File: src/mram_pkg.sv
/*
 * Shared definitions of the MRAM data path
 *  - Address, length, beat and word widths
 *  - Depth and pointer widths of the small FIFOs
 *  - Command and memory word types
 */
package mram_pkg;

    localparam int MRAM_ADDR_W = 16;  // 64-bit word address
    localparam int MRAM_LEN_W  = 8;   // Length in words, 1 to 255
    localparam int BEAT_W      = 32;  // Write beat
    localparam int WORD_W      = 64;  // Memory word

    //////////////////////////////
    // FIFO sizing
    //////////////////////////////
    localparam int FIFO_DEPTH = 2;
    localparam int FIFO_PTR_W = (FIFO_DEPTH > 1) ? $clog2(FIFO_DEPTH) : 1;
    localparam int FIFO_CNT_W = $clog2(FIFO_DEPTH + 1);  // Holds 0..FIFO_DEPTH

    //////////////////////////////
    // Payload types
    //////////////////////////////
    typedef struct packed {
        logic [MRAM_ADDR_W-1:0] addr;  // Start word address
        logic [MRAM_LEN_W-1:0]  len;   // Words to transfer
    } mram_cmd_t;

    typedef logic [WORD_W-1:0] mram_word_t;

endpackage

File: src/mram_cmd_fifo.sv
/*
 * Small registered FIFO
 *  - FIFO_DEPTH entry circular buffer, read/write pointers and count
 *  - Payload type given by the type parameter T
 *  - Overflow check
 */
`timescale 1ns/1ps
module mram_cmd_fifo
    import mram_pkg::*;
#(
    parameter type T = mram_cmd_t
)
(
    input  logic mram_clk_i,
    input  logic rst_n_i,

    input  logic push_valid_i,
    output logic push_ready_o,
    input  T     push_data_i,

    output logic pop_valid_o,
    input  logic pop_ready_i,
    output T     pop_data_o
);

    T                      mem_q [FIFO_DEPTH];  // Entry storage
    logic [FIFO_PTR_W-1:0] wr_ptr_q;
    logic [FIFO_PTR_W-1:0] rd_ptr_q;
    logic [FIFO_CNT_W-1:0] count_q;             // Entries held
    logic                  push_en;
    logic                  pop_en;

    // Wrap at the last entry so any depth works
    function automatic logic [FIFO_PTR_W-1:0] ptr_next(input logic [FIFO_PTR_W-1:0] ptr);
        if (ptr == FIFO_PTR_W'(FIFO_DEPTH - 1))
            return '0;
        return ptr + 1'b1;
    endfunction

    assign push_ready_o = (count_q != FIFO_CNT_W'(FIFO_DEPTH));  // Low when full
    assign pop_valid_o  = (count_q != '0);
    assign pop_data_o   = mem_q[rd_ptr_q];  // Head entry, registered

    assign push_en = push_valid_i & push_ready_o;
    assign pop_en  = pop_valid_o & pop_ready_i;

    always_ff @(posedge mram_clk_i)
    begin
        if (push_en)
            mem_q[wr_ptr_q] <= push_data_i;
    end

    always_ff @(posedge mram_clk_i or negedge rst_n_i)
    begin
        if (!rst_n_i)
        begin
            wr_ptr_q <= '0;
            rd_ptr_q <= '0;
            count_q  <= '0;
        end
        else
        begin
            if (push_en)
                wr_ptr_q <= ptr_next(wr_ptr_q);
            if (pop_en)
                rd_ptr_q <= ptr_next(rd_ptr_q);
            case ({push_en, pop_en})
                2'b10:   count_q <= count_q + 1'b1;
                2'b01:   count_q <= count_q - 1'b1;
                default: count_q <= count_q;  // Idle or push and pop together
            endcase
        end
    end

    // Entry offered while full stays offered until taken
    a_no_overflow: assert property (@(posedge mram_clk_i) disable iff (!rst_n_i)
        push_valid_i && !push_ready_o |=> push_valid_i && $stable(push_data_i))
        else $error("FIFO overflow");

endmodule

File: src/mram_domain.sv
/*
 * MRAM data path top level, single clock
 *  - Write and read command FIFOs
 *  - Write packer and read fetcher side by side
 *  - Port arbiter onto the memory port
 */
`timescale 1ns/1ps
module mram_domain
    import mram_pkg::*;
(
    input  logic                   mram_clk_i,
    input  logic                   rst_n_i,

    // Write commands and beats
    input  logic                   wr_cmd_valid_i,
    output logic                   wr_cmd_ready_o,
    input  logic [MRAM_ADDR_W-1:0] wr_cmd_addr_i,
    input  logic [MRAM_LEN_W-1:0]  wr_cmd_len_i,
    input  logic                   wr_data_valid_i,
    output logic                   wr_data_ready_o,
    input  logic [BEAT_W-1:0]      wr_data_i,

    // Read commands and returned words
    input  logic                   rd_cmd_valid_i,
    output logic                   rd_cmd_ready_o,
    input  logic [MRAM_ADDR_W-1:0] rd_cmd_addr_i,
    input  logic [MRAM_LEN_W-1:0]  rd_cmd_len_i,
    output logic                   rd_data_valid_o,
    input  logic                   rd_data_ready_i,
    output mram_word_t             rd_data_o,

    // Status
    output logic                   tx_busy_o,
    output logic                   tx_done_o,
    output logic                   rx_busy_o,

    // Memory port
    output logic                   mem_req_o,
    output logic                   mem_we_o,
    output logic [MRAM_ADDR_W-1:0] mem_addr_o,
    output mram_word_t             mem_wdata_o,
    input  logic                   mem_gnt_i,
    input  logic                   mem_rvalid_i,
    input  mram_word_t             mem_rdata_i
);

    mram_cmd_t              wr_cmd;       // FIFO head, write side
    logic                   wr_cmd_valid;
    logic                   wr_cmd_ready;
    mram_cmd_t              rd_cmd;       // FIFO head, read side
    logic                   rd_cmd_valid;
    logic                   rd_cmd_ready;
    logic                   wr_req;
    logic [MRAM_ADDR_W-1:0] wr_addr;
    mram_word_t             wr_wdata;
    logic                   wr_gnt;
    logic                   rd_req;
    logic [MRAM_ADDR_W-1:0] rd_addr;
    logic                   rd_gnt;
    logic                   rd_rvalid;
    mram_word_t             rd_rdata;

    //////////////////////////////
    // Command FIFOs
    //////////////////////////////
    mram_cmd_fifo #(
        .T            ( mram_cmd_t                     )
    ) u_wr_cmd_fifo (
        .mram_clk_i   ( mram_clk_i                     ),
        .rst_n_i      ( rst_n_i                        ),
        .push_valid_i ( wr_cmd_valid_i                 ),
        .push_ready_o ( wr_cmd_ready_o                 ),
        .push_data_i  ( {wr_cmd_addr_i, wr_cmd_len_i}  ),  // Fields joined as addr, len
        .pop_valid_o  ( wr_cmd_valid                   ),
        .pop_ready_i  ( wr_cmd_ready                   ),
        .pop_data_o   ( wr_cmd                         )
    );

    mram_cmd_fifo #(
        .T            ( mram_cmd_t                     )
    ) u_rd_cmd_fifo (
        .mram_clk_i   ( mram_clk_i                     ),
        .rst_n_i      ( rst_n_i                        ),
        .push_valid_i ( rd_cmd_valid_i                 ),
        .push_ready_o ( rd_cmd_ready_o                 ),
        .push_data_i  ( {rd_cmd_addr_i, rd_cmd_len_i}  ),
        .pop_valid_o  ( rd_cmd_valid                   ),
        .pop_ready_i  ( rd_cmd_ready                   ),
        .pop_data_o   ( rd_cmd                         )
    );

    //////////////////////////////
    // Write and read paths
    //////////////////////////////
    mram_write_packer u_write_packer (
        .mram_clk_i      ( mram_clk_i      ),
        .rst_n_i         ( rst_n_i         ),
        .cmd_valid_i     ( wr_cmd_valid    ),
        .cmd_ready_o     ( wr_cmd_ready    ),
        .cmd_i           ( wr_cmd          ),
        .wr_data_valid_i ( wr_data_valid_i ),
        .wr_data_ready_o ( wr_data_ready_o ),
        .wr_data_i       ( wr_data_i       ),
        .req_o           ( wr_req          ),
        .addr_o          ( wr_addr         ),
        .wdata_o         ( wr_wdata        ),
        .gnt_i           ( wr_gnt          ),
        .tx_busy_o       ( tx_busy_o       ),
        .tx_done_o       ( tx_done_o       )
    );

    mram_read_fetcher u_read_fetcher (
        .mram_clk_i      ( mram_clk_i      ),
        .rst_n_i         ( rst_n_i         ),
        .cmd_valid_i     ( rd_cmd_valid    ),
        .cmd_ready_o     ( rd_cmd_ready    ),
        .cmd_i           ( rd_cmd          ),
        .req_o           ( rd_req          ),
        .addr_o          ( rd_addr         ),
        .gnt_i           ( rd_gnt          ),
        .rvalid_i        ( rd_rvalid       ),
        .rdata_i         ( rd_rdata        ),
        .rd_data_valid_o ( rd_data_valid_o ),
        .rd_data_ready_i ( rd_data_ready_i ),
        .rd_data_o       ( rd_data_o       ),
        .rx_busy_o       ( rx_busy_o       )
    );

    // Single memory port shared by both paths
    mram_port_arbiter u_port_arbiter (
        .mram_clk_i   ( mram_clk_i   ),
        .rst_n_i      ( rst_n_i      ),
        .wr_req_i     ( wr_req       ),
        .wr_addr_i    ( wr_addr      ),
        .wr_wdata_i   ( wr_wdata     ),
        .wr_gnt_o     ( wr_gnt       ),
        .rd_req_i     ( rd_req       ),
        .rd_addr_i    ( rd_addr      ),
        .rd_gnt_o     ( rd_gnt       ),
        .rd_rvalid_o  ( rd_rvalid    ),
        .rd_rdata_o   ( rd_rdata     ),
        .mem_req_o    ( mem_req_o    ),
        .mem_we_o     ( mem_we_o     ),
        .mem_addr_o   ( mem_addr_o   ),
        .mem_wdata_o  ( mem_wdata_o  ),
        .mem_gnt_i    ( mem_gnt_i    ),
        .mem_rvalid_i ( mem_rvalid_i ),
        .mem_rdata_i  ( mem_rdata_i  )
    );

endmodule

File: src/mram_port_arbiter.sv
/*
 * Memory port arbiter
 *  - Alternating priority between write and read paths
 *  - Choice held while the memory stalls a request
 *  - Read returns routed to the read path
 */
`timescale 1ns/1ps
module mram_port_arbiter
    import mram_pkg::*;
(
    input  logic                   mram_clk_i,
    input  logic                   rst_n_i,

    input  logic                   wr_req_i,
    input  logic [MRAM_ADDR_W-1:0] wr_addr_i,
    input  mram_word_t             wr_wdata_i,
    output logic                   wr_gnt_o,

    input  logic                   rd_req_i,
    input  logic [MRAM_ADDR_W-1:0] rd_addr_i,
    output logic                   rd_gnt_o,
    output logic                   rd_rvalid_o,
    output mram_word_t             rd_rdata_o,

    output logic                   mem_req_o,
    output logic                   mem_we_o,
    output logic [MRAM_ADDR_W-1:0] mem_addr_o,
    output mram_word_t             mem_wdata_o,
    input  logic                   mem_gnt_i,
    input  logic                   mem_rvalid_i,
    input  mram_word_t             mem_rdata_i
);

    logic last_wr_q;  // Write path served last
    logic hold_q;     // Stalled request pending
    logic hold_wr_q;  // Path of the stalled request
    logic sel_wr;

    // Write wins if alone, or if the read path went last
    assign sel_wr = hold_q ? hold_wr_q : (wr_req_i && (!rd_req_i || !last_wr_q));

    assign mem_req_o   = wr_req_i | rd_req_i;
    assign mem_we_o    = sel_wr;
    assign mem_addr_o  = sel_wr ? wr_addr_i : rd_addr_i;
    assign mem_wdata_o = wr_wdata_i;

    assign wr_gnt_o    = mem_gnt_i & sel_wr;
    assign rd_gnt_o    = mem_gnt_i & rd_req_i & !sel_wr;
    assign rd_rvalid_o = mem_rvalid_i;
    assign rd_rdata_o  = mem_rdata_i;

    always_ff @(posedge mram_clk_i or negedge rst_n_i)
    begin
        if (!rst_n_i)
        begin
            last_wr_q <= 1'b0;
            hold_q    <= 1'b0;
            hold_wr_q <= 1'b0;
        end
        else
        begin
            if (mem_req_o && mem_gnt_i)
                last_wr_q <= sel_wr;
            hold_q    <= mem_req_o & !mem_gnt_i;  // Freeze choice across a stall
            hold_wr_q <= sel_wr;
        end
    end

    // Each memory grant lands on exactly one requesting path
    a_one_gnt: assert property (@(posedge mram_clk_i) disable iff (!rst_n_i)
        mem_req_o && mem_gnt_i |-> (wr_gnt_o && wr_req_i) != (rd_gnt_o && rd_req_i))
        else $error("Memory grant not routed to exactly one requesting path");

endmodule

File: src/mram_read_fetcher.sv
/*
 * Read path
 *  - Pops a read command and issues reads at consecutive addresses
 *  - Credit limit keeps in-flight plus buffered words within FIFO_DEPTH
 *  - Return buffer feeds the valid/ready output stream
 */
`timescale 1ns/1ps
module mram_read_fetcher
    import mram_pkg::*;
(
    input  logic                   mram_clk_i,
    input  logic                   rst_n_i,

    input  logic                   cmd_valid_i,
    output logic                   cmd_ready_o,
    input  mram_cmd_t              cmd_i,

    output logic                   req_o,
    output logic [MRAM_ADDR_W-1:0] addr_o,
    input  logic                   gnt_i,
    input  logic                   rvalid_i,
    input  mram_word_t             rdata_i,

    output logic                   rd_data_valid_o,
    input  logic                   rd_data_ready_i,
    output mram_word_t             rd_data_o,

    output logic                   rx_busy_o
);

    logic [MRAM_LEN_W-1:0]  issue_cnt_q;    // Requests still to issue
    logic [MRAM_LEN_W-1:0]  deliver_cnt_q;  // Words still to hand out
    logic [FIFO_CNT_W-1:0]  inflight_q;     // Granted, data not back yet
    logic [FIFO_CNT_W-1:0]  credit_q;       // In flight plus buffered
    logic [MRAM_ADDR_W-1:0] addr_q;
    logic                   cmd_en;
    logic                   issue_en;
    logic                   deliver_en;
    logic                   buf_push_ready;

    assign cmd_ready_o = (deliver_cnt_q == '0);  // Previous command fully drained
    assign rx_busy_o   = (deliver_cnt_q != '0);
    assign req_o       = (issue_cnt_q != '0) && (credit_q < FIFO_CNT_W'(FIFO_DEPTH));
    assign addr_o      = addr_q;

    assign cmd_en     = cmd_valid_i & cmd_ready_o;
    assign issue_en   = req_o & gnt_i;
    assign deliver_en = rd_data_valid_o & rd_data_ready_i;

    always_ff @(posedge mram_clk_i or negedge rst_n_i)
    begin
        if (!rst_n_i)
        begin
            issue_cnt_q   <= '0;
            deliver_cnt_q <= '0;
            inflight_q    <= '0;
            credit_q      <= '0;
        end
        else
        begin
            if (cmd_en)
            begin
                issue_cnt_q   <= cmd_i.len;
                deliver_cnt_q <= cmd_i.len;
            end
            else
            begin
                if (issue_en)
                    issue_cnt_q <= issue_cnt_q - 1'b1;
                if (deliver_en)
                    deliver_cnt_q <= deliver_cnt_q - 1'b1;
            end
            case ({issue_en, rvalid_i})
                2'b10:   inflight_q <= inflight_q + 1'b1;
                2'b01:   inflight_q <= inflight_q - 1'b1;
                default: inflight_q <= inflight_q;
            endcase
            case ({issue_en, deliver_en})
                2'b10:   credit_q <= credit_q + 1'b1;  // Slot reserved at grant
                2'b01:   credit_q <= credit_q - 1'b1;  // Slot freed at output
                default: credit_q <= credit_q;
            endcase
        end
    end

    always_ff @(posedge mram_clk_i)
    begin
        if (cmd_en)
            addr_q <= cmd_i.addr;
        else if (issue_en)
            addr_q <= addr_q + 1'b1;
    end

    // Return buffer, space guaranteed by the credit count
    mram_cmd_fifo #(
        .T            ( mram_word_t     )
    ) u_rdata_buf (
        .mram_clk_i   ( mram_clk_i      ),
        .rst_n_i      ( rst_n_i         ),
        .push_valid_i ( rvalid_i        ),
        .push_ready_o ( buf_push_ready  ),
        .push_data_i  ( rdata_i         ),
        .pop_valid_o  ( rd_data_valid_o ),
        .pop_ready_i  ( rd_data_ready_i ),
        .pop_data_o   ( rd_data_o       )
    );

    a_len_nonzero: assert property (@(posedge mram_clk_i) disable iff (!rst_n_i)
        cmd_en |-> (cmd_i.len != '0))
        else $error("Read command with zero length");

    // Returned word matches an outstanding read and finds room
    a_rvalid_expected: assert property (@(posedge mram_clk_i) disable iff (!rst_n_i)
        rvalid_i |-> (inflight_q != '0) && buf_push_ready)
        else $error("Read data returned with no read in flight");

endmodule

File: src/mram_write_packer.sv
/*
 * Write path
 *  - Pops a write command, packs beat pairs into 64-bit words
 *  - Issues one req/gnt write per word at consecutive addresses
 *  - Busy flag and end of command pulse
 */
`timescale 1ns/1ps
module mram_write_packer
    import mram_pkg::*;
(
    input  logic                   mram_clk_i,
    input  logic                   rst_n_i,

    input  logic                   cmd_valid_i,
    output logic                   cmd_ready_o,
    input  mram_cmd_t              cmd_i,

    input  logic                   wr_data_valid_i,
    output logic                   wr_data_ready_o,
    input  logic [BEAT_W-1:0]      wr_data_i,

    output logic                   req_o,
    output logic [MRAM_ADDR_W-1:0] addr_o,
    output mram_word_t             wdata_o,
    input  logic                   gnt_i,

    output logic                   tx_busy_o,
    output logic                   tx_done_o
);

    typedef enum logic [1:0] {ST_IDLE, ST_FILL, ST_REQ} state_e;

    state_e                 state_q;
    logic [MRAM_LEN_W-1:0]  cnt_q;    // Words left
    logic                   hi_q;     // Next beat is the high half
    logic                   done_q;
    logic [BEAT_W-1:0]      low_q;    // Low half of the pair
    logic [MRAM_ADDR_W-1:0] addr_q;
    mram_word_t             word_q;   // Packed word under request
    logic                   cmd_en;
    logic                   beat_en;
    logic                   gnt_en;

    assign cmd_ready_o     = (state_q == ST_IDLE);
    assign wr_data_ready_o = (state_q == ST_FILL);  // Stalls while a word waits
    assign req_o           = (state_q == ST_REQ);
    assign addr_o          = addr_q;
    assign wdata_o         = word_q;
    assign tx_busy_o       = (state_q != ST_IDLE);
    assign tx_done_o       = done_q;

    assign cmd_en  = cmd_valid_i & cmd_ready_o;
    assign beat_en = wr_data_valid_i & wr_data_ready_o;
    assign gnt_en  = req_o & gnt_i;

    //////////////////////////////
    // Control
    //////////////////////////////
    always_ff @(posedge mram_clk_i or negedge rst_n_i)
    begin
        if (!rst_n_i)
        begin
            state_q <= ST_IDLE;
            cnt_q   <= '0;
            hi_q    <= 1'b0;
            done_q  <= 1'b0;
        end
        else
        begin
            done_q <= 1'b0;
            case (state_q)
                ST_IDLE:
                    if (cmd_en)
                    begin
                        cnt_q   <= cmd_i.len;
                        state_q <= ST_FILL;
                    end
                ST_FILL:
                    if (beat_en)
                    begin
                        hi_q <= ~hi_q;
                        if (hi_q)
                            state_q <= ST_REQ;  // Pair complete
                    end
                default:
                    if (gnt_en)
                    begin
                        cnt_q <= cnt_q - 1'b1;
                        if (cnt_q == MRAM_LEN_W'(1))
                        begin
                            done_q  <= 1'b1;   // Last word granted
                            state_q <= ST_IDLE;
                        end
                        else
                            state_q <= ST_FILL;
                    end
            endcase
        end
    end

    //////////////////////////////
    // Payload
    //////////////////////////////
    always_ff @(posedge mram_clk_i)
    begin
        if (cmd_en)
            addr_q <= cmd_i.addr;
        else if (gnt_en)
            addr_q <= addr_q + 1'b1;  // Next word address
        if (beat_en && !hi_q)
            low_q <= wr_data_i;
        if (beat_en && hi_q)
            word_q <= {wr_data_i, low_q};  // Second beat is the high half
    end

    a_len_nonzero: assert property (@(posedge mram_clk_i) disable iff (!rst_n_i)
        cmd_en |-> (cmd_i.len != '0))
        else $error("Write command with zero length");

    // Request and payload held until granted
    a_req_stable: assert property (@(posedge mram_clk_i) disable iff (!rst_n_i)
        req_o && !gnt_i |=> req_o && $stable(addr_o) && $stable(wdata_o))
        else $error("Write request changed before grant");

endmodule

File: config.mk
export PLATFORM = sky130hd
export DESIGN_NAME = mram_domain
export DESIGN_NICKNAME = d
export VERILOG_FILES = /design/src/mram_pkg.sv /design/src/mram_cmd_fifo.sv /design/src/mram_domain.sv /design/src/mram_port_arbiter.sv /design/src/mram_read_fetcher.sv /design/src/mram_write_packer.sv
export SDC_FILE = /design/constraint.sdc
export NUM_CORES = 1
export LEC_CHECK = 0
export BUFFER_PORTS_ARGS = -buffer_cell sky130_fd_sc_hd__buf_2
export CAP_MARGIN = 0
export CORE_MARGIN = 2
export CORE_UTILIZATION = 45
export DETAILED_ROUTE_END_ITERATION = 8
export PLACE_DENSITY = 0.66
export SYNTH_ARGS = -nofsm -noshare
export SYNTH_HDL_FRONTEND = slang
export SYNTH_SLANG_ARGS = --single-unit
File: constraint.sdc
create_clock -name mram_clk_i -period 5.3 [get_ports mram_clk_i]
set_input_delay 0.795 -clock mram_clk_i [delete_from_list [all_inputs] [get_ports mram_clk_i]]
set_output_delay 0.795 -clock mram_clk_i [all_outputs]
set_load 0.02 [all_outputs]
# Word level (Yosys, flattened, before mapping)
# Memory sizes are Yosys's and may differ from the RTL's.
# Cells that the tools add are included.
# word_totals
ff_bits,173
mem_bits_rw,224
word_cells,167
mem_count,3
# mem_list
memory,depth,word_bits,read_ports,rd_ports_with_merged_regs,wr,line_no,rtl
u_read_fetcher.u_rdata_buf.mem_q,2,64,1,0,1,mram_cmd_fifo.sv:26,T mem_q [FIFO_DEPTH];
u_rd_cmd_fifo.mem_q,2,24,1,0,1,mram_cmd_fifo.sv:26,
u_wr_cmd_fifo.mem_q,2,24,1,0,1,mram_cmd_fifo.sv:26,
# classes
n_addsub,19
magnitude_cmp,1
n_eq_ne,17
muxes,56
bitwise,16
n_reduce_logical,32
# ops
operator,n
$mux 16,5
$mux 8,6
$mux 1,35
$add 16x1->16 const B,2
$reduce_bool 2->1,12
$sub 8x1->8 const B,3
$pmux 2 s2,5
$pmux 8 s2,1
$reduce_bool 8->1,2
$and 1x1->1,13
$ne 2x2->1 const B,6
$eq 2x1->1 const B,5
$eq 2x2->1 const B,5
$add 2x1->2 const B,4
$eq 8x1->1 const B,1
$logic_not 8->1,1
$mux 2,4
$sub 2x1->2 const B,4
$add 1x1->1 const B,6
$logic_and 1x1->1,5
$logic_not 1->1,5
$reduce_and 4->1,1
$reduce_and 3->1,1
$reduce_bool 3->1,1
7 further kinds,8

# Logic depth before layout (Yosys ltp)
# Gate-level depths: netlist of the first run.
# depth
depth_word,11
mapped_depth,10
ltp_nobuf,9

# Cells and area by module
# A second synthesis of the first run with hierarchy kept.
# unflattened
cells_unflattened,1041
hier_area_um2,16867.4
# by_module_without_submodules
module,n_inst,cells_per_inst,area_per_inst_um2,seq_area_each_um2
mram_cmd_fifo (u_read_fetcher.u_rdata_buf),1,216,5019.8,3943.8
mram_write_packer,1,272,4546.9,3663.5
mram_cmd_fifo (u_rd_cmd_fifo ...),2,92,1940.6,1541.5
mram_read_fetcher,1,209,2037.0,930.9
mram_port_arbiter,1,160,1382.6,75.1

# Worst setup path after synthesis of the first run
# No wires, ideal clock.
# synth_timing
path_kind,input-to-reg
start,input mem_rvalid_i
end,memory u_read_fetcher.u_rdata_buf.mem_q[0][0] (netlist bit) (enable)
t_arrival_ns,3.681
required_ns,4.813
setup_slack_ns,1.132
path_stages,2
path_buffers,0
cell_sequence,o21ai_0 nor2_1
# synth_via
elab_chain_len,3
# synth_lines
item,line_no,rtl
"start, declared",mram_domain.sv:43,"input logic mem_rvalid_i,"
$and 1x1->1,mram_cmd_fifo.sv:44,assign push_en = push_valid_i & push_ready_o;
$mux 1,mram_cmd_fifo.sv:49,if (push_en)
$mux 1 (implied by the code),mram_cmd_fifo.sv:50,mem_q[wr_ptr_q] <= push_data_i;
"end, declared",mram_cmd_fifo.sv:26,
# Every way passes these cells.

# Worst setup path after layout of the first run
# layout_timing
start,register u_read_fetcher.issue_cnt_q[0]
end,output mem_addr_o[11]
# layout_via
elab_chain_len,7
# layout_lines
item,line_no,rtl
"start, declared",mram_read_fetcher.sv:31,logic [MRAM_LEN_W-1:0] issue_cnt_q;
"start signal, assigned",mram_read_fetcher.sv:63,issue_cnt_q <= cmd_i.len;
"start signal, assigned",mram_read_fetcher.sv:69,issue_cnt_q <= issue_cnt_q - 1'b1;
$reduce_bool 8->1,mram_read_fetcher.sv:43,assign req_o = (issue_cnt_q != '0) && (credit_q < FIFO_CNT_W'(FIFO_DEPTH));
$logic_and 1x1->1,mram_read_fetcher.sv:43,
$logic_not 1->1,mram_port_arbiter.sv:40,assign sel_wr = hold_q ? hold_wr_q : (wr_req_i && (!rd_req_i || !last_wr_q));
$logic_or 1x1->1,mram_port_arbiter.sv:40,
$logic_and 1x1->1,mram_port_arbiter.sv:40,
$mux 1,mram_port_arbiter.sv:40,
$mux 16,mram_port_arbiter.sv:44,assign mem_addr_o = sel_wr ? wr_addr_i : rd_addr_i;
"end, declared",mram_domain.sv:40,"output logic [MRAM_ADDR_W-1:0] mem_addr_o,"
# Every way passes these cells.

==> results of run 1 <==
## flip-flops by register name (all words and copies together), names as in the netlist, 2 cells and up
signal                              flops
u_write_packer.addr_o                  16
u_write_packer.low_q                   32
u_wr_cmd_fifo.count_q                   2
u_read_fetcher.credit_q                 2
u_rd_cmd_fifo.mem_q                    48
u_write_packer.state_q                  2
u_wr_cmd_fifo.mem_q                    48
u_read_fetcher.deliver_cnt_q            8
u_write_packer.cnt_q                    8
u_rd_cmd_fifo.count_q                   2
u_read_fetcher.u_rdata_buf.count_q      2
u_write_packer.wdata_o                 64
u_read_fetcher.issue_cnt_q              8
u_read_fetcher.u_rdata_buf.mem_q      128
u_read_fetcher.addr_o                  16
## logic make-up after synthesis
logic type                 synth area share
AOI/OAI and AO/OA                    0.0584
xor gates and xnor gates             0.0279
adders and majority gates           0.00813
buffers and inverters                0.0145
DFF                                   0.760
muxes                                0.0712
and+or+nand+nor                      0.0601
## layout make-up
type	count	area, um^2
Inverter	20	75.1
Sequential cell	397	11700
Fill cell	2724	14800
Tap cell	448	561
Antenna cell	2	5.00
Multi-Input combinational cell	459	3510
Clock buffer	52	1130
Timing Repair Buffer	316	1610
Clock inverter	22	211
## metrics by stage
| step | setup slack, ns | hold WS (ns) | instances | power, mW | utilization |
|---|---|---|---|---|---|
| after floorplan | 1.13 | 0.400 | 906 | 6.66 | - |
| after global placement | 1.83 | 0.401 | 1640 | 7.56 | 0.519 |
| after detailed placement | 1.73 | 0.405 | 1640 | 7.62 | 0.519 |
| after CTS | 1.12 | 0.415 | 1714 | 10.5 | 0.559 |
| after global routing | 0.905 | 0.414 | 1714 | 10.9 | 0.559 |
| final | 1.12 | 0.414 | 1716 | 10.4 | 0.559 |
## placed cells by master, fill, tap and decap left out, types with 18 or more instances in the layout
cell type	synthesis	routed
xnor2_1	35	35
a211oi_1	24	24
edfxtp_1	352	352
inv_1	18	18
clkbuf_16	0	43
a21oi_1	31	31
nor2b_1	35	35
dfrtp_1	45	44
buf_2	4	304
o21ai_0	29	29
nand2_1	33	33
mux2_2	84	84
## layer usage
layer  GRT usage  vias up
met5           0        -
met4      0.0484        4
met3      0.0482       55
met2       0.305      327
met1       0.233     4306
li1            -     4183
## worst min-delay path by stage
stage                                           endpoint
floorplan            u_write_packer.wdata_o[0]$_DFFE_PP_
global placement    u_write_packer.wdata_o[29]$_DFFE_PP_
detailed placement   u_write_packer.wdata_o[0]$_DFFE_PP_
CTS                  u_rd_cmd_fifo.mem_q[1][1]$_DFFE_PP_
global route         u_rd_cmd_fifo.mem_q[1][1]$_DFFE_PP_
finish              u_write_packer.wdata_o[14]$_DFFE_PP_
## power by group through the flow
| stage | logic (mW) | clock network (mW) | registers, mW |
|---|---|---|---|
| floorplan | 1.94 | 0 | 4.72 |
| global placement | 2.76 | 0 | 4.80 |
| detailed placement | 2.80 | 0 | 4.83 |
| CTS | 2.81 | 2.92 | 4.77 |
| global route | 3.03 | 3.05 | 4.85 |
| finish | 2.77 | 2.85 | 4.77 |
## worst register-to-register path, stage by stage (launching register included)
cell and delay (ns):
dfrtp_1 0.43, nor2_1 0.48, inv_1 0.37, o21bai_1 0.52
o21a_1 0.89, a32oi_1 0.27
==> flow_summary.json, run 1 <==
{
  "crit_start": "u_read_fetcher.issue_cnt_q[0]$_DFFE_PN0P_",
  "setup_viol": 0,
  "syn_avg_cell_area_um2": 17.0,
  "synth_commonest_cells": "edfxtp_1, mux2_2, dfrtp_1",
  "reg2reg_from": "u_write_packer.state_q[1]$_DFFE_PN0P_",
  "wl_mm": 32.6,
  "die_height_um": 189,
  "power.density_nw_per_um2": 553,
  "antenna_found_initial": 4,
  "layout-drive-gt1-share": 0.384,
  "cp_slowest_stage_delay_ns": 0.62,
  "cp_slowest_cell": "o21ai_2",
  "rows": 67,
  "finClkSkew_ns": 0.0190,
  "yosysTopAreaCellShare": 0.687,
  "hold_viol": 0,
  "clockPowerShare": 0.274,
  "slew_viol_final": 0,
  "critPathCaptureType": "primary output",
  "synth.most_common_cell": "edfxtp_1",
  "hold_depth": 0,
  "start_kind": "flop",
  "p_int_mw": 7.09,
  "synth-edff-count": 352,
  "synth_flop_cell": "edfxtp_1",
  "hpwl_mm": 22.6,
  "cts_buffer_depth": 3,
  "ys_ff_latch": 397,
  "grt_pass1_vias": 8818,
  "final.min_clock_period_ns": 4.18,
  "min_path_type": "reg2reg",
  "fin_crit_sh": 0.788,
  "gp_congestion": 0.833,
  "switchingPower_mw": 3.30,
  "wl_met1_mm": 13.4,
  "cts_buffers": 42,
  "seqPwrFrac": 0.459,
  "cp.depth": 8,
  "r2r_setup_slack_ns": 2.16,
  "area_growth_syn_to_layout_pct": 22.1,
  "avgRoutedWirePerCell_um": 19.0,
  "insertion_delay_ns": 0.54,
  "antenna_left": 0,
  "path_max_fanout": 14,
  "ys_warn_count": 0,
  "cts.sinks": 397,
  "grt_pass1_wl_mm": 50.2,
  "post_cts_buffers": 0,
  "syn-num-nets": 1068,
  "reg2reg_to": "u_write_packer.cnt_q[0]$_DFFE_PN0P_",
  "power.leakage_nw": 6.89,
  "ctsRootBufferMaster": "clkbuf_16",
  "path_class": "reg2out",
  "ys_top_cells_by_area": "edfxtp_1, dfrtp_1, mux2_2",
  "h-tree-depth": 2,
  "die_w_um": 189,
  "drt-initial-drc-count": 461,
  "placed_cell_area_um2": 17500,
  "hold_buffers": 0,
  "netlist_instances": 906,
  "netlist_area_um2": 15400,
  "path_cells": "inv_1, ha_1, nor3b_1, and2_1, o21ai_2, clkinv_1, mux2_2, buf_2",
  "cp_data_required_time_ns": 4.51,
  "tritoncts": "built",
  "async_flop_share": 0.113,
  "worst-slew-pin-transition_ns": 1.06,
  "reg2reg_depth": 5,
  "grt_max_degree": 65,
  "nets": 1398,
  "rsz0062_at_grt": "false",
  "tns_ns": 0,
  "synth_area_leader_cell": "edfxtp_1",
  "max_freq_mhz": 240,
  "wl_met3_mm": 2.66,
  "drc": 0,
  "grt_use_total": 0.181,
  "io_pins": 305,
  "cp.arrival_ns": 3.38,
  "maxCapViolations": 0,
  "routed.top_layer": "met5",
  "cts_resized": 0,
  "ys_types": 56,
  "cp_num_buf_inv": 3,
  "die_area_um2": 35700,
  "port_buffers": 304,
  "stdcell_area_um2": 18800,
  "drtPass1Iterations": 5,
  "initial_core_util": 0.458,
  "coreArea_um2": 33600,
  "cp_top_family": "buffers and inverters",
  "outcome": "complete, no violations",
  "slew-limit-headroom": 0.294,
  "yosysSeqAreaShare": 0.760,
  "vias": 8875,
  "met2_length_mm": 15.9,
  "ir_worst_vdd_v": 0.000355,
  "viasPerCell": 5.17,
  "combPwrFrac": 0.267,
  "swShare": 0.318,
  "clkSlewWorstSetupHoldPaths_ns": 0.06,
  "endpoint": "mem_addr_o[11]",
  "hp-start": "u_write_packer.low_q[14]$_DFFE_PP_",
  "grt.overflow.total": 0
}
No activity file was read; power rests on OpenSTA's default activity.
==> run 2, diff against run 1 <==
--- a/config.mk
+++ b/config.mk
@@ -5,6 +5,7 @@
 export SDC_FILE = /design/constraint.sdc
 export NUM_CORES = 1
 export LEC_CHECK = 0
+export ABC_AREA = 1
 export BUFFER_PORTS_ARGS = -buffer_cell sky130_fd_sc_hd__buf_2
 export CAP_MARGIN = 0
 export CORE_MARGIN = 2
==> constraint.sdc (replaced) <==
create_clock -name mram_clk_i -period 3.92 [get_ports mram_clk_i]
set_input_delay 0.588 -clock mram_clk_i [delete_from_list [all_inputs] [get_ports mram_clk_i]]
set_output_delay 0.588 -clock mram_clk_i [all_outputs]
set_load 0.02 [all_outputs]
==> run 2 against run 1 <==
Compared with the run above:
- non-clock buffer count grew 2
- cell area is 1.7% higher
- clock power rose by 41%
- sequential cell count unchanged
- first-iteration DRC count grew 27%
- register-to-register slack got worse by 0.84 ns
- wire length rose by 2.0%
- sequential share of layout area decreased by 1.0 points
- global-route usage shrank 0.25 points
- highest routed layer is now met4
==> flow_summary.json, run 2 <==
{
  "antenna_found_initial": 2,
  "power.leakage_nw": 7.99,
  "met2_usage": 0.300,
  "start_kind": "flop",
  "netlist_area_um2": 15600,
  "cts_resized": 0,
  "path_max_fanout": 29,
  "grt.overflow.total": 0,
  "drtPass1Iterations": 5,
  "gr-usage-met3": 0.0475,
  "ys_ff_latch": 397,
  "netlist_instances": 1258,
  "syn-num-nets": 1420,
  "path_class": "reg2out",
  "finClkSkew_ns": 0.0169,
  "drc": 0,
  "finalPower_mw": 14.2,
  "hold_depth": 1,
  "nets": 1745,
  "rsz0062_at_grt": "false",
  "grt_max_degree": 66,
  "cp.arrival_ns": 2.48,
  "drt-initial-drc-count": 584,
  "cp_data_required_time_ns": 3.33,
  "grt_pass1_wl_mm": 51.0,
  "critPathCaptureType": "primary output",
  "ctsRootBufferMaster": "clkbuf_16",
  "die_area_um2": 36200,
  "ir_worst_vdd_v": 0.000523,
  "hpwl_mm": 22.4,
  "ys_top_cells_by_area": "edfxtp_1, nand2_1, dfrtp_1",
  "hold_buffers": 1,
  "cts_buffer_depth": 3,
  "grt_use_total": 0.179,
  "async_flop_share": 0.113,
  "slew_viol_final": 0,
  "cts.sinks": 397,
  "fin_crit_sh": 0.782,
  "ys_types": 42,
  "area_growth_syn_to_layout_pct": 22.3,
  "ys_warn_count": 0,
  "worst-slew-pin-transition_ns": 0.965,
  "holdWs_ns": 0.228,
  "wl_mm": 33.2,
  "synth.most_common_cell": "nand2_1",
  "grt_pass1_vias": 9731,
  "viasPerCell": 4.87,
  "layout-drive-gt1-share": 0.259,
  "post_cts_buffers": 0,
  "final.min_clock_period_ns": 3.06,
  "min_path_type": "in2reg",
  "slew-limit-headroom": 0.355,
  "utilization": 0.556,
  "synth_flop_cell": "edfxtp_1",
  "grtUsageMet1": 0.229,
  "avgRoutedWirePerCell_um": 16.0,
  "clkSlewWorstSetupHoldPaths_ns": 0.06,
  "synth-edff-count": 352,
  "die_w_um": 190,
  "tritoncts": "built",
  "syn_avg_cell_area_um2": 12.4,
  "stdcell_area_um2": 19100,
  "rows": 68,
  "largest_reg_flops": 128,
  "max_flop_register": "u_read_fetcher.u_rdata_buf.mem_q",
  "insertion_delay_ns": 0.55,
  "setup_viol": 0,
  "vias": 10100,
  "h-tree-depth": 2,
  "power.density_nw_per_um2": 744,
  "tns_ns": 0,
  "port_buffers": 304,
  "synth_area_leader_cell": "edfxtp_1",
  "busiest_layer": "met2",
  "yosysTopAreaCellShare": 0.676,
  "antenna_left": 0,
  "reg2reg_depth": 10,
  "cts_buffers": 42,
  "hold_viol": 0,
  "layout_common_cells": "nand2_1, edfxtp_1, buf_2",
  "max_freq_mhz": 326,
  "die_height_um": 190,
  "synth_commonest_cells": "nand2_1, edfxtp_1, nor2_1",
  "initial_core_util": 0.455,
  "outcome": "complete, no violations",
  "maxCapViolations": 0,
  "coreArea_um2": 34400,
  "placed_cell_area_um2": 17700,
  "io_pins": 305,
  "final_common_cell": "nand2_1",
  "gp_congestion": 0.854,
  "yosysSeqAreaShare": 0.748
}
-- run 2: final timing paths --
path | startpoint | end | slack (ns)
worst max-delay path | u_read_fetcher.issue_cnt_q[0]$_DFFE_PN0P_ | mem_addr_o[9] | 0.86
worst min-delay path | wr_data_i[31] | u_write_packer.wdata_o[63]$_DFFE_PP_ | 0.23
worst max register to register | u_read_fetcher.deliver_cnt_q[0]$_DFFE_PN0P_ | u_rd_cmd_fifo.count_q[1]$_DFFE_PN0P_ | 1.32
worst min register to register | u_write_packer.low_q[8]$_DFFE_PP_ | u_write_packer.wdata_o[8]$_DFFE_PP_ | 0.42
max in group asynchronous | rst_n_i | u_write_packer.cnt_q[0]$_DFFE_PN0P_ | 2.64
min in group asynchronous | rst_n_i | u_rd_cmd_fifo.count_q[1]$_DFFE_PN0P_ | 0.52
-- run 2: final cells by class --
class	count	area, um^2
timing repair buffer	318	1630
clock buffer	49	1080
antenna	3	7.51
clock inverter	29	342
tap	455	569
inverter	77	293
multi-input combinational	747	3500
fill	2875	15300
sequential	397	11700
-- run 2: cell families after synthesis --
kind of cell,synth area share
mux,0.000640
compound gates,0.0392
simple gates,0.153
xor+xnor,0.0202
buf+inv,0.0303
fa+ha+maj,0.00800
flops,0.748
-- run 2: power by group --
part	internal [mW]	switching (mW)
combinational	1.18	2.86
clock	2.40	1.62
sequential	5.72	0.439
-- run 2: worst max-delay path, cell delays in order, from the launching register on --
cell     delay (ns)
dfrtp_1        0.41
inv_1          0.07
ha_1           0.20
inv_1          0.08
nor2_1         0.14
nand2_1        0.09
nand3_1        0.07
nand2_1        0.08
nand2_4        0.24
inv_4          0.10
o21ai_0        0.24
buf_2          0.22
-- run 2: metrics by stage --
step / setup WS [ns] / std cells
6_report: 0.856 / 2075
3_3_place_gp: 1.31 / 1993
2_1_floorplan: -0.0358 / 1258
3_5_place_dp: 1.29 / 1993
4_1_cts: 0.893 / 2072
5_1_grt: 0.690 / 2073
-- run 2: routing by layer --
metal	wire length (um)	vias to the layer above
li1	-	4966
met1	14000	4780
met2	16200	324
met3	2530	41
met4	586	0
met5	0	-
==> run 3, diff against run 2 <==
--- a/config.mk
+++ b/config.mk
@@ -5,13 +5,13 @@
 export SDC_FILE = /design/constraint.sdc
 export NUM_CORES = 1
 export LEC_CHECK = 0
-export ABC_AREA = 1
+export ABC_AREA = 0
 export BUFFER_PORTS_ARGS = -buffer_cell sky130_fd_sc_hd__buf_2
 export CAP_MARGIN = 0
 export CORE_MARGIN = 2
 export CORE_UTILIZATION = 45
 export DETAILED_ROUTE_END_ITERATION = 8
-export PLACE_DENSITY = 0.66
+export PLACE_DENSITY = 0.69
 export SYNTH_ARGS = -nofsm -noshare
 export SYNTH_HDL_FRONTEND = slang
 export SYNTH_SLANG_ARGS = --single-unit
==> constraint.sdc (replaced) <==
create_clock -name mram_clk_i -period 2.62 [get_ports mram_clk_i]
set_input_delay 0.393 -clock mram_clk_i [delete_from_list [all_inputs] [get_ports mram_clk_i]]
set_output_delay 0.393 -clock mram_clk_i [all_outputs]
set_load 0.02 [all_outputs]
==> run 3 against run 2 <==
Compared with the run above:
- the flow now finishes with violations (setup timing)
- clock power rose by 40%
- worst setup slack worse by 1.0 ns
- sequential power rose by 55%
- clock-buffer cell count down 4
- non-clock buffer count increased by 29
- die area is 1.5% lower
- worst hold slack worse by 0.18 ns
- wire length fell by 0.42%
- largest power group unchanged
- highest routed layer is now met5
==> flow_summary.json, run 3 (same netlist as run 1, synthesis figures left out) <==
{
  "grt.overflow.total": 0,
  "final_common_cell": "edfxtp_1",
  "power.leakage_nw": 7.14,
  "initial_core_util": 0.458,
  "drc": 0,
  "critPathCaptureType": "primary output",
  "seqPwrFrac": 0.443,
  "cp_slowest_cell": "dfrtp_1",
  "grt_pass1_vias": 9005,
  "avgRoutedWirePerCell_um": 19.0,
  "path_class": "reg2out",
  "insertion_delay_ns": 0.52,
  "cts.sinks": 397,
  "path_cells": "inv_2, ha_4, nor3b_4, and2_4, o21ai_4, buf_6, mux2_4, buf_6",
  "p_int_mw": 14.8,
  "violations": "setup timing",
  "ir_worst_vdd_v": 0.000670,
  "crit_top_cell": "buf_6",
  "antenna_found_initial": 6,
  "pre_cts_slack_ns": 0.184,
  "layout_common_cells": "edfxtp_1, buf_2, mux2_2",
  "clkSlewWorstSetupHoldPaths_ns": 0.06,
  "drtPass1Iterations": 4,
  "setup_slack_ns": -0.140,
  "vias": 9048,
  "cp.arrival_ns": 2.37,
  "cp_data_required_time_ns": 2.23,
  "die_area_um2": 35700,
  "stdcell_area_um2": 19300,
  "coreArea_um2": 33600,
  "drt-initial-drc-count": 445,
  "hold_viol": 0,
  "combPwrFrac": 0.296,
  "nFillCells": 2663,
  "gp_congestion": 0.864,
  "cp_slowest_stage_delay_ns": 0.36,
  "start_kind": "flop",
  "grt_pass1_wl_mm": 50.4,
  "fin_crit_sh": 1.05,
  "cts_buffer_depth": 3,
  "grt_use_total": 0.181,
  "tritoncts": "built",
  "viasPerCell": 5.20,
  "min_path_type": "in2async",
  "max_freq_mhz": 362,
  "hold_buffers": 0,
  "area_growth_syn_to_layout_pct": 25.1,
  "port_buffers": 304,
  "grt_max_degree": 62,
  "rsz0062_at_grt": "true",
  "wl_mm": 33.1,
  "antenna_left": 0,
  "utilization": 0.573,
  "cts_buffers": 41,
  "ctsRootBufferMaster": "clkbuf_16",
  "setup_viol": 16,
  "power.density_nw_per_um2": 1120,
  "reg2reg_depth": 7,
  "h-tree-depth": 2,
  "finClkSkew_ns": 0.00825,
  "largest_reg_flops": 128,
  "worst-slew-pin-transition_ns": 1.05,
  "slew-limit-headroom": 0.299,
  "clockPowerShare": 0.261,
  "maxCapViolations": 0,
  "die_height_um": 189,
  "layout-drive-gt1-share": 0.405,
  "io_pins": 305,
  "rows": 67,
  "final.min_clock_period_ns": 2.76,
  "die_w_um": 189,
  "path_max_fanout": 6,
  "placed_cell_area_um2": 17700,
  "max_flop_register": "u_read_fetcher.u_rdata_buf.mem_q",
  "hpwl_mm": 23.0,
  "slew_viol_final": 0,
  "nets": 1428,
  "outcome": "finished, violations left",
  "swShare": 0.316,
  "switchingPower_mw": 6.81
}
[run 3: cell types whose count changed in the layout (fill, tap and decap cells not counted), moves of 23 or more]
cell,delta
nor2b_1,+35
a211oi_1,+24
xnor2_1,+29
inv_1,-55
buf_4,+23
o21ai_0,-24
nand2_1,-419
mux2_2,+72
nand3_1,-24
nor2_1,-48
[run 3: cell type report]
| class | count | area, um^2 | share of cell area |
|---|---|---|---|
| clock buffer | 45 | 1040 | 0.0541 |
| timing repair buffer | 347 | 2020 | 0.105 |
| clock inverter | 23 | 255 | 0.0133 |
| inverter | 20 | 80.1 | 0.00416 |
| sequential | 397 | 11700 | 0.608 |
| multi-input combinational | 459 | 3590 | 0.187 |
| antenna | 2 | 5.00 | 0.000260 |
| tap | 448 | 561 | 0.0291 |
[run 3: repair_timing]
| action | 4_1_cts | 5_1_grt |
|---|---|---|
| endpoints found under the setup margin | 17 | 17 |
| pin swaps | 2 | 2 |
| resized for setup | 44 | 13 |
| buffers inserted | 7 | 4 |
| gates cloned | 1 | 0 |
[run 3: power by group through the flow]
| stage | registers (mW) | logic (mW) | clock network (mW) |
|---|---|---|---|
| finish | 9.56 | 6.38 | 5.62 |
| global route | 9.70 | 6.93 | 6.02 |
| CTS | 9.55 | 6.31 | 5.78 |
| detailed placement | 9.66 | 5.96 | 0 |
| global placement | 9.63 | 5.88 | 0 |
| floorplan | 9.51 | 3.94 | 0 |
[run 3: worst max-delay path, delay by kind of cell (launching register included)]
kind | cells | cell delay (ns)
buf+inv | 3 | 0.39
flops | 1 | 0.36
mux | 1 | 0.33
simple gates | 2 | 0.32
compound gates | 1 | 0.28
fa+ha+maj | 1 | 0.16
[run 3: metal layers]
metal / GRT usage / vias up / wire length [um]
met1: 0.236 / 4422 / 13800
met2: 0.303 / 333 / 16000
met5: 0 / - / 37
met4: 0.0523 / 6 / 689
met3: 0.0428 / 59 / 2610
li1: - / 4228 / -
[run 3: final timing paths]
path | startpoint | endpoint | slack [ns]
min | rst_n_i | u_rd_cmd_fifo.wr_ptr_q$_DFFE_PN0P_ | 0.05
max | u_read_fetcher.issue_cnt_q[0]$_DFFE_PN0P_ | mem_addr_o[2] | -0.14
max reg2reg | u_read_fetcher.deliver_cnt_q[0]$_DFFE_PN0P_ | u_read_fetcher.addr_o[11]$_DFFE_PP_ | 0.16
max in group asynchronous | rst_n_i | u_read_fetcher.u_rdata_buf.rd_ptr_q$_DFFE_PN0P_ | 1.85
min in group mram_clk_i | rd_cmd_addr_i[14] | u_rd_cmd_fifo.mem_q[1][22]$_DFFE_PP_ | 0.06
min reg2reg | u_write_packer.low_q[8]$_DFFE_PP_ | u_write_packer.wdata_o[8]$_DFFE_PP_ | 0.42
[run 3: per-stage QoR]
step	total power, mW	TNS, ns	hold slack [ns]	cells
detailed placement	15.6	0	0.405	1660
CTS	21.6	-1.03	0.0321	1736
floorplan	13.4	-21.07	0.0974	906
finish	21.6	-1.73	0.0506	1741
global route	22.6	-2.90	0.0306	1740
global placement	15.5	0	0.400	1660
